--- config.mk ---
export PLATFORM = sky130hd
export DESIGN_NAME = spi_ctrl_top
export DESIGN_NICKNAME = d
export VERILOG_FILES = /design/src/common/spi_ctrl_pkg.sv /design/src/rtl/cmd_exec.sv /design/src/rtl/heartbeat_blinker.sv /design/src/rtl/spi_ctrl_top.sv /design/src/spi_frontend/spi_rx_shift.sv /design/src/spi_frontend/spi_sync.sv /design/src/spi_frontend/spi_tx_shift.sv
export SDC_FILE = /design/constraint.sdc
export NUM_CORES = 1
export LEC_CHECK = 0
export ABC_AREA = 1
export BUFFER_PORTS_ARGS = -buffer_cell sky130_fd_sc_hd__buf_4
export CAP_MARGIN = 10
export CORE_UTILIZATION = 30
export CTS_CLUSTER_SIZE = 25
export DETAILED_ROUTE_END_ITERATION = 12
export PLACE_DENSITY = 0.56
export SLEW_MARGIN = 10
export SYNTH_ARGS = -nofsm -noshare
export SYNTH_HDL_FRONTEND = slang
export SYNTH_HIERARCHICAL = 1
export SYNTH_SLANG_ARGS = --single-unit
--- constraint.sdc ---
create_clock -name clk -period 1.7 [get_ports clk]
set_clock_uncertainty 0.05 [all_clocks]
set_input_delay 0.425 -clock clk [delete_from_list [all_inputs] [get_ports clk]]
set_output_delay 0.425 -clock clk [all_outputs]
set_load 0.02 [all_outputs]
--- src/common/spi_ctrl_pkg.sv ---
// spi controller package: byte and counter widths, synchronizer depth, command codes
package spi_ctrl_pkg;

  ////////////////////////////////////////////////////////////
  // widths
  ////////////////////////////////////////////////////////////

  // one spi byte, received msb first
  localparam int unsigned byte_w = 8;

  // bit counter inside a byte, wraps after byte_w bits
  localparam int unsigned bit_cnt_w = 3;

  // timestamp counter, also the word shifted out on miso
  localparam int unsigned stamp_w = 32;

  ////////////////////////////////////////////////////////////
  // synchronizer
  ////////////////////////////////////////////////////////////

  // flops per spi pad
  // edges are found on the two oldest stages
  localparam int unsigned sync_depth = 3;

  ////////////////////////////////////////////////////////////
  // command bytes
  ////////////////////////////////////////////////////////////

  // timestamp counter back to zero
  localparam logic [byte_w-1:0] cmd_clear_stamp = 8'hcc;

  // status led on
  localparam logic [byte_w-1:0] cmd_led_on = 8'hcd;

  // status led off
  localparam logic [byte_w-1:0] cmd_led_off = 8'hce;

  // any other byte value is ignored by the executor

endpackage

--- src/rtl/cmd_exec.sv ---
// command executor: decodes received bytes, runs the timestamp counter and the status led
`timescale 1ns/1ps

module cmd_exec
  import spi_ctrl_pkg::*;
(
  input  logic               clk,
  input  logic               rst_n,
  input  logic               byte_valid,
  input  logic [byte_w-1:0]  byte_data,
  output logic [stamp_w-1:0] stamp,
  output logic               status_led
);

  // decoded command strobes, only one can be high
  logic do_clear;
  logic do_led_on;
  logic do_led_off;

  ////////////////////////////////////////////////////////////
  // decode
  ////////////////////////////////////////////////////////////

  // byte_valid is a one-cycle pulse, no handshake
  assign do_clear   = byte_valid && (byte_data == cmd_clear_stamp);
  assign do_led_on  = byte_valid && (byte_data == cmd_led_on);
  assign do_led_off = byte_valid && (byte_data == cmd_led_off);

  ////////////////////////////////////////////////////////////
  // timestamp counter
  ////////////////////////////////////////////////////////////

  // free running, wraps at 2^32
  // a clear shows as zero the cycle after byte_valid
  always_ff @(posedge clk or negedge rst_n)
  begin
    if (!rst_n)
    begin
      stamp <= '0;
    end
    else if (do_clear)
    begin
      stamp <= '0;
    end
    else
    begin
      stamp <= stamp + 1'b1;
    end
  end

  ////////////////////////////////////////////////////////////
  // status led
  ////////////////////////////////////////////////////////////

  // set and clear are separate bytes
  // anything else leaves the led as it is
  always_ff @(posedge clk or negedge rst_n)
  begin
    if (!rst_n)
    begin
      status_led <= 1'b0;
    end
    else if (do_led_on)
    begin
      status_led <= 1'b1;
    end
    else if (do_led_off)
    begin
      status_led <= 1'b0;
    end
  end

endmodule

--- src/rtl/heartbeat_blinker.sv ---
// heartbeat blinker: free-running divider, one selected bit drives the heartbeat led
`timescale 1ns/1ps

module heartbeat_blinker #(
  // divider bit on the led, period is 2^(blink_shift+1) cycles
  parameter int blink_shift = 23
) (
  input  logic clk,
  input  logic rst_n,
  output logic heartbeat_led
);

  // same width as the timestamp, blink_shift must stay below it
  logic [31:0] div_q;

  // counts every cycle, no enable
  always_ff @(posedge clk or negedge rst_n)
  begin
    if (!rst_n)
      div_q <= '0;
    else
      div_q <= div_q + 1'b1;
  end

  // each level lasts 2^blink_shift cycles
  assign heartbeat_led = div_q[blink_shift];

endmodule

--- src/rtl/spi_ctrl_top.sv ---
// spi controller top: front end, command executor, transmit shifter and heartbeat
`timescale 1ns/1ps

module spi_ctrl_top
  import spi_ctrl_pkg::*;
#(
  // handed to the heartbeat divider
  parameter int blink_shift = 23
) (
  input  logic clk,
  input  logic rst_n,
  input  logic sck,
  input  logic mosi,
  input  logic cs_n,
  output logic miso,
  output logic status_led,
  output logic heartbeat_led
);

  // front end pulses and levels
  logic sck_rise;
  logic sck_fall;
  logic frame_start;
  logic frame_active;
  logic mosi_bit;

  // received byte toward the executor
  logic              byte_valid;
  logic [byte_w-1:0] byte_data;

  // live counter toward the transmit side
  logic [stamp_w-1:0] stamp;

  ////////////////////////////////////////////////////////////
  // input side
  ////////////////////////////////////////////////////////////

  spi_sync spi_sync_i (
    .clk          (clk),
    .rst_n        (rst_n),
    .sck          (sck),
    .mosi         (mosi),
    .cs_n         (cs_n),
    .sck_rise     (sck_rise),
    .sck_fall     (sck_fall),
    .frame_start  (frame_start),
    .frame_active (frame_active),
    .mosi_bit     (mosi_bit)
  );

  spi_rx_shift spi_rx_shift_i (
    .clk          (clk),
    .rst_n        (rst_n),
    .sck_rise     (sck_rise),
    .frame_active (frame_active),
    .mosi_bit     (mosi_bit),
    .byte_valid   (byte_valid),
    .byte_data    (byte_data)
  );

  ////////////////////////////////////////////////////////////
  // commands, output side
  ////////////////////////////////////////////////////////////

  cmd_exec cmd_exec_i (
    .clk        (clk),
    .rst_n      (rst_n),
    .byte_valid (byte_valid),
    .byte_data  (byte_data),
    .stamp      (stamp),
    .status_led (status_led)
  );

  // cs_n fall to miso valid is four clk cycles
  spi_tx_shift spi_tx_shift_i (
    .clk          (clk),
    .rst_n        (rst_n),
    .frame_start  (frame_start),
    .frame_active (frame_active),
    .sck_fall     (sck_fall),
    .stamp        (stamp),
    .miso         (miso)
  );

  heartbeat_blinker #(
    .blink_shift (blink_shift)
  ) heartbeat_blinker_i (
    .clk           (clk),
    .rst_n         (rst_n),
    .heartbeat_led (heartbeat_led)
  );

endmodule

--- src/spi_frontend/spi_rx_shift.sv ---
// spi receive shifter: counts bits and assembles msb-first bytes, pulses byte_valid
`timescale 1ns/1ps

module spi_rx_shift
  import spi_ctrl_pkg::*;
(
  input  logic              clk,
  input  logic              rst_n,
  input  logic              sck_rise,
  input  logic              frame_active,
  input  logic              mosi_bit,
  output logic              byte_valid,
  output logic [byte_w-1:0] byte_data
);

  // position inside the current byte
  logic [bit_cnt_w-1:0] bit_cnt;

  // received bits, newest at bit 0
  logic [byte_w-1:0] shift_q;

  // last bit of a byte arrives on this sck rise
  logic last_bit;

  assign last_bit = frame_active && sck_rise && (bit_cnt == {bit_cnt_w{1'b1}});

  ////////////////////////////////////////////////////////////
  // bit counter
  ////////////////////////////////////////////////////////////

  // held at zero outside a frame
  // so a byte cut short by deselect is thrown away
  always_ff @(posedge clk or negedge rst_n)
  begin
    if (!rst_n)
      bit_cnt <= '0;
    else if (!frame_active)
      bit_cnt <= '0;
    else if (sck_rise)
      bit_cnt <= bit_cnt + 1'b1;
  end

  ////////////////////////////////////////////////////////////
  // data shift register
  ////////////////////////////////////////////////////////////

  // shift left, msb comes in first
  always_ff @(posedge clk)
  begin
    if (frame_active && sck_rise)
      shift_q <= {shift_q[byte_w-2:0], mosi_bit};
  end

  // one cycle after the eighth rise
  always_ff @(posedge clk or negedge rst_n)
  begin
    if (!rst_n)
      byte_valid <= 1'b0;
    else
      byte_valid <= last_bit;
  end

  // holds until the next sck rise shifts again
  assign byte_data = shift_q;

endmodule

--- src/spi_frontend/spi_sync.sv ---
// spi pad synchronizer: brings sck, mosi and cs_n into clk, makes edge and frame pulses
`timescale 1ns/1ps

module spi_sync
  import spi_ctrl_pkg::*;
(
  input  logic clk,
  input  logic rst_n,
  input  logic sck,
  input  logic mosi,
  input  logic cs_n,
  output logic sck_rise,
  output logic sck_fall,
  output logic frame_start,
  output logic frame_active,
  output logic mosi_bit
);

  // shift registers, bit 0 is the newest sample
  logic [sync_depth-1:0] sck_q;
  logic [sync_depth-1:0] mosi_q;
  logic [sync_depth-1:0] cs_q;

  ////////////////////////////////////////////////////////////
  // pad sampling
  ////////////////////////////////////////////////////////////

  // cs stages come up high so reset itself looks like no frame
  always_ff @(posedge clk or negedge rst_n)
  begin
    if (!rst_n)
    begin
      sck_q  <= '0;
      mosi_q <= '0;
      cs_q   <= '1;
    end
    else
    begin
      sck_q  <= {sck_q[sync_depth-2:0], sck};
      mosi_q <= {mosi_q[sync_depth-2:0], mosi};
      cs_q   <= {cs_q[sync_depth-2:0], cs_n};
    end
  end

  ////////////////////////////////////////////////////////////
  // edge pulses, one clk wide
  ////////////////////////////////////////////////////////////

  // compare the two oldest stages, then register the result
  always_ff @(posedge clk or negedge rst_n)
  begin
    if (!rst_n)
    begin
      sck_rise    <= 1'b0;
      sck_fall    <= 1'b0;
      frame_start <= 1'b0;
    end
    else
    begin
      sck_rise    <= (sck_q[2:1] == 2'b01);
      sck_fall    <= (sck_q[2:1] == 2'b10);
      // cs_n falling opens a frame
      frame_start <= (cs_q[2:1] == 2'b10);
    end
  end

  // level outputs straight off the middle stage
  assign frame_active = ~cs_q[1];
  assign mosi_bit     = mosi_q[1];

endmodule

--- src/spi_frontend/spi_tx_shift.sv ---
// spi transmit shifter: captures the timestamp at frame start and shifts it onto miso
`timescale 1ns/1ps

module spi_tx_shift
  import spi_ctrl_pkg::*;
(
  input  logic               clk,
  input  logic               rst_n,
  input  logic               frame_start,
  input  logic               frame_active,
  input  logic               sck_fall,
  input  logic [stamp_w-1:0] stamp,
  output logic               miso
);

  // outgoing word, msb on the wire
  logic [stamp_w-1:0] tx_q;

  ////////////////////////////////////////////////////////////
  // load and shift
  ////////////////////////////////////////////////////////////

  // frame_start comes one cycle after frame_active rises,
  // so the load always lands inside the frame
  // mode 0: the master samples on rise, we move on fall
  always_ff @(posedge clk or negedge rst_n)
  begin
    if (!rst_n)
    begin
      tx_q <= '0;
    end
    else if (frame_start)
    begin
      // live counter value at this edge
      tx_q <= stamp;
    end
    else if (frame_active && sck_fall)
    begin
      // zero fill, bits past 32 read as low
      tx_q <= {tx_q[stamp_w-2:0], 1'b0};
    end
  end

  ////////////////////////////////////////////////////////////
  // pad
  ////////////////////////////////////////////////////////////

  // single slave on the bus, miso is never released
  // low after reset, captured msb from the cycle after frame_start
  assign miso = tx_q[stamp_w-1];

endmodule

# Yosys cells after proc, flatten, opt, wreduce, memory -nomap -nowiden
# Index checks and enable logic that the tools add are counted.
# totals
in_bits	5
reg_bits	120
wordCells	40
out_inout_bits	3
# classes
reduce_logical	9
bitwise	1
muxes	7
add_sub_neg	3
n_eq_ne	7
# ops
cell	count
32-bit 2-to-1 mux	3
32-bit by 1-bit adder with 32-bit output, second input constant	2
8-bit equality test, second input constant	3
1-bit logical AND	6
3-bit 2-to-1 mux	2
2-bit nonzero test	3
2-bit equality test, second input constant	2
3-bit by 1-bit adder with 3-bit output, second input constant	1
3-bit equality test, second input constant	1
2-bit by 1-bit equality test with 1-bit output, second input constant	1
1-bit 2-to-1 mux	2
1-bit inverter	1

# Longest topological paths before layout
# depth
word_depth	4
ltp_mapped	8
ltp_nobuf	8

# Hierarchy
# Netlist, hierarchy kept.
# modules_own_cells
module	area_each_um2	cells_per_inst	seq_area_each_um2	instances
cmd_exec	1896.8	266	825.8	1
spi_tx_shift	1715.4	240	800.8	1
heartbeat_blinker	1216.2	146	600.6	1
spi_rx_shift	434.2	29	340.3	1
spi_sync	305.3	18	279.0	1

# Worst setup path after synthesis
# OpenSTA, ideal clock, no wires.
# synth_path
path_kind	reg2reg
startpoint	register cmd_exec_i.stamp[0]
endpoint	register cmd_exec_i.stamp[30]
n_path_buf	0
setup_time_ns	0.119
stages_incl_launch_ff	9
setup_slack_ns	0.328
t_required_ns	1.531
period_less_slack_ns	1.372
arrival_ns	1.203
cell_sequence	dfrtp_1 -> ha_1 -> nand2_2 -> nor2_4 -> nand2_2 -> nor2_4 -> nand3_1 -> nand2_1 -> nor2_1
# synth_between
elab_chain_len	2
# synth_rtl
item	line_no	rtl
start, declared	cmd_exec.sv:11	output logic [stamp_w-1:0] stamp,
start signal, assigned	cmd_exec.sv:47	stamp <= stamp + 1'b1;
32-bit by 1-bit adder with 32-bit output	cmd_exec.sv:47	
32-bit 2-to-1 mux	cmd_exec.sv:41	else if (do_clear)
# No other way between the ends.
# A chain may end at the register's enable or synchronous reset.

# Worst setup path in the final report
# layout_path
startpoint	register spi_rx_shift_i.shift_q[5], in the netlist spi_rx_shift_i/byte_data[5]
endpoint	register cmd_exec_i.stamp[1]
# layout_between
elab_chain_len	3
# layout_rtl
item	line_no	rtl
start, declared	spi_rx_shift.sv:20	logic [byte_w-1:0] shift_q;
start signal, assigned	spi_rx_shift.sv:51	shift_q <= {shift_q[byte_w-2:0], mosi_bit};
8-bit equality test	cmd_exec.sv:25	assign do_clear = byte_valid && (byte_data == cmd_clear_stamp);
1-bit logical AND	cmd_exec.sv:25	
32-bit 2-to-1 mux	cmd_exec.sv:41	
# No other way between the ends.

==> impl_metrics.tcl <==
set metrics [dict create \
    report.final.hold_viol_count 0 \
    critPathTopFamily "simple AND/OR/NAND/NOR gates" \
    hold_class "input pin to register" \
    power.switching_mw 1.20 \
    async_flop_share_pct 92.9 \
    netlist.area_leader.share_pct 45.4 \
    fin_crit_sh_pct 88.8 \
    vdd_drop_max_uv 541 \
    diodes 0 \
    critical_path.max_stage_delay_ns 0.43 \
    clk_pin_slew_ns 0.07 \
    path_buf_inv 1 \
    seqPwrFrac_pct 54.9 \
    finalMaxSlewViolations 0 \
    overflow 0 \
    grt_pass1_wl_um 19400 \
    finalPower_mw 5.10 \
    power_frac_clock_pct 40.1 \
    rows 49 \
    run_status "finished, final reports clean" \
    finalSetupViolations 0 \
    post_cts_buffers 0 \
    yosysSeqAreaShare_pct 51.1 \
    drc 0 \
    max_freq_ghz 0.663 \
    cts_max_level 3 \
    clock_sinks 112 \
    cp-end-kind "register" \
    synth_nets 708 \
    cts_buffers 9 \
    fin_tns_setup_ns 0 \
    cp_cell_sequence "nor3_4, nand3_1, inv_1, nor2_1" \
    synth_area_leaders "dfrtp_1, nand2_1, nor2_1" \
    layout-drive-gt1-share_pct 9.60 \
    p_leak_nw 3.08 \
    clkLatencyLatePin_ns 0.36 \
    numPortBuffers 7 \
    dr_total_vias 4182 \
    fp.dieH_um 138 \
    core_area_sq_um 18100 \
    arrival_ns 1.69 \
    synth_warnings 6 \
    wire_per_inst_um 11.7 \
    viasPerCell 4.41 \
    nFillCells 1908 \
    synth_area_leader_cell "dfrtp_1" \
    fin_hold_ws_ns 0.124 \
    yosys.cell_types.count 26 \
    worst_slew_margin_rel_pct 76.1 \
    synthTopCellsByCount "nand2_1, dfrtp_1, nor2_1" \
    cts_tree "built" \
    layout.nets 723 \
    slowest_stage "edfxtp_1" \
    period_minus_slack_ns 1.51 \
    first_pass_iters 5 \
    synth.cell_area_sq_um 5570 \
    synth.most_common_cell "nand2_1" \
    cp.required_ns 1.88 \
    p_sw_share_pct 23.6 \
    grtUsageTotal_pct 12.6 \
    grt_pass1_vias 4045 \
    synthFlopType "dfrtp_1" \
    p_int_mw 3.90 \
    crit_fanout 7 \
    fp.dieArea_sq_um 19100 \
    drt_iter0_markers 191 \
    worst_pin_slew_ns 0.358 \
    place.gp.congestion 0.816 \
    pwr-share-comb_pct 4.9 \
    rsz0062_at_grt "no" \
    pin_count 8 \
    grt_max_degree 36 \
    synth_edf_count 8 \
    crit_type "register to register" \
    initial_core_util_pct 30.8 \
    clk_path_buf_depth 2 \
    cts_root_buf "clkbuf_16" \
    synth_cells 699 \
    ant_nets 0 \
    synth.avg_cell_area_sq_um 7.97 \
    routed_wl_um 11100 \
    synth_seq_cells 112 \
    startpoint_type "register" \
    powerDensity_nw_per_um2 824 \
    syn_to_final_growth_pct 11.2 \
    antenna_found_initial 0 \
    die_w_um 138 \
    max_cap_violations 0 \
    place_hpwl_um 7970 \
]
==> sequential cells by signal, summed over array words and instances, names as in the netlist <==
register                   cells
spi_rx_shift_i/byte_valid      1
spi_sync_i/sck_rise            1
spi_sync_i/sck_fall            1
cmd_exec_i/status_led          1
spi_sync_i/cs_q                3
heartbeat_blinker_i/div_q     24
spi_rx_shift_i/bit_cnt         3
spi_sync_i/mosi_q              2
cmd_exec_i/stamp              32
spi_tx_shift_i/tx_q           32
spi_sync_i/frame_start         1
spi_sync_i/sck_q               3
spi_rx_shift_i/byte_data       8
==> logic make-up (layout without fill, tap and decap cells) <==
group | count (synthesis) | count (layout) | share of synthesized area [%]
buffers and inverters | 59 | 79 | 5.55
AO/OA/AOI/OAI | 24 | 24 | 2.25
adder cells (fa/ha/maj) | 4 | 4 | 0.899
flip-flops | 112 | 112 | 51.1
AND/OR/NAND/NOR | 482 | 482 | 37.3
XOR/XNOR | 18 | 18 | 2.83
==> per-stage QoR <==
step / setup slack [ns] / cell area, sq um / cells / util [%]
2_1_floorplan: 0.328 / 5570 / 699 / -
3_5_place_dp: 0.173 / 5900 / 931 / 32.6
6_report: 0.191 / 6190 / 948 / 34.2
3_3_place_gp: 0.186 / 5900 / 931 / 32.6
5_1_grt: 0.00101 / 6190 / 948 / 34.2
4_1_cts: 0.144 / 6190 / 948 / 34.2
==> routing by layer <==
layer  track usage, %  vias up  part of all wire [%]
met4             3.73        0                   1.3
met3             3.46       12                   3.0
li1                 -     2213                     -
met5                0        -                     0
met1             16.9     1921                    51
met2             20.0       36                    45
==> cell usage in the layout, fill, tap and decap left out, types with 10 or more instances in the layout <==
master / netlist / routed
a21oi_1: 18 / 18
buf_4: 6 / 17
dfrtp_1: 101 / 101
inv_1: 41 / 41
nand2_1: 291 / 291
nand3_1: 61 / 61
nor2_1: 89 / 89
nor2_2: 10 / 10
nor2_4: 11 / 11
xor2_1: 11 / 11
==> power by group through the flow <==
stage / clock, mW / combinational [mW] / sequential, mW
2_1_floorplan: 0 / 0.171 / 2.84
3_3_place_gp: 0 / 0.258 / 2.86
3_5_place_dp: 0 / 0.258 / 2.85
4_1_cts: 2.14 / 0.261 / 2.80
5_1_grt: 2.24 / 0.296 / 2.81
6_report: 2.05 / 0.251 / 2.80
==> what timing repair did <==
| item | in CTS | in global routing |
|---|---|---|
| endpoints found under the hold margin | 14 | 0 |
| gates resized for setup | 0 | 0 |
| hold buffers | 1 | 0 |
| setup endpoints to repair | 0 | 0 |
==> worst paths after layout <==
path	slack, ns	cells after the start	endpoint	from
setup / recovery	0.19	4	cmd_exec_i/stamp[1]	spi_rx_shift_i/byte_data[5]
hold / removal	0.12	1	spi_sync_i/mosi_q[0]	mosi
setup reg to reg	0.19	4	cmd_exec_i/stamp[1]	spi_rx_shift_i/byte_data[5]
hold reg to reg	0.30	0	spi_sync_i/mosi_q[1]	spi_sync_i/mosi_q[0]
max in group asynchronous	0.54	3	spi_sync_i/cs_q[2]	rst_n
min in group asynchronous	0.44	2	spi_tx_shift_i/tx_q[31]	rst_n
==> cell type report <==
type	instances	area, sq um	share of cell area [%]
sequential	112	2850	46.0
multi-input combinational	528	2410	39.0
tap	229	287	4.63
clock buffer	11	243	3.92
timing repair buffer	21	198	3.19
inverter	42	165	2.67
clock inverter	5	38.8	0.627
Note: power is estimated with default switching activity, not from simulation.
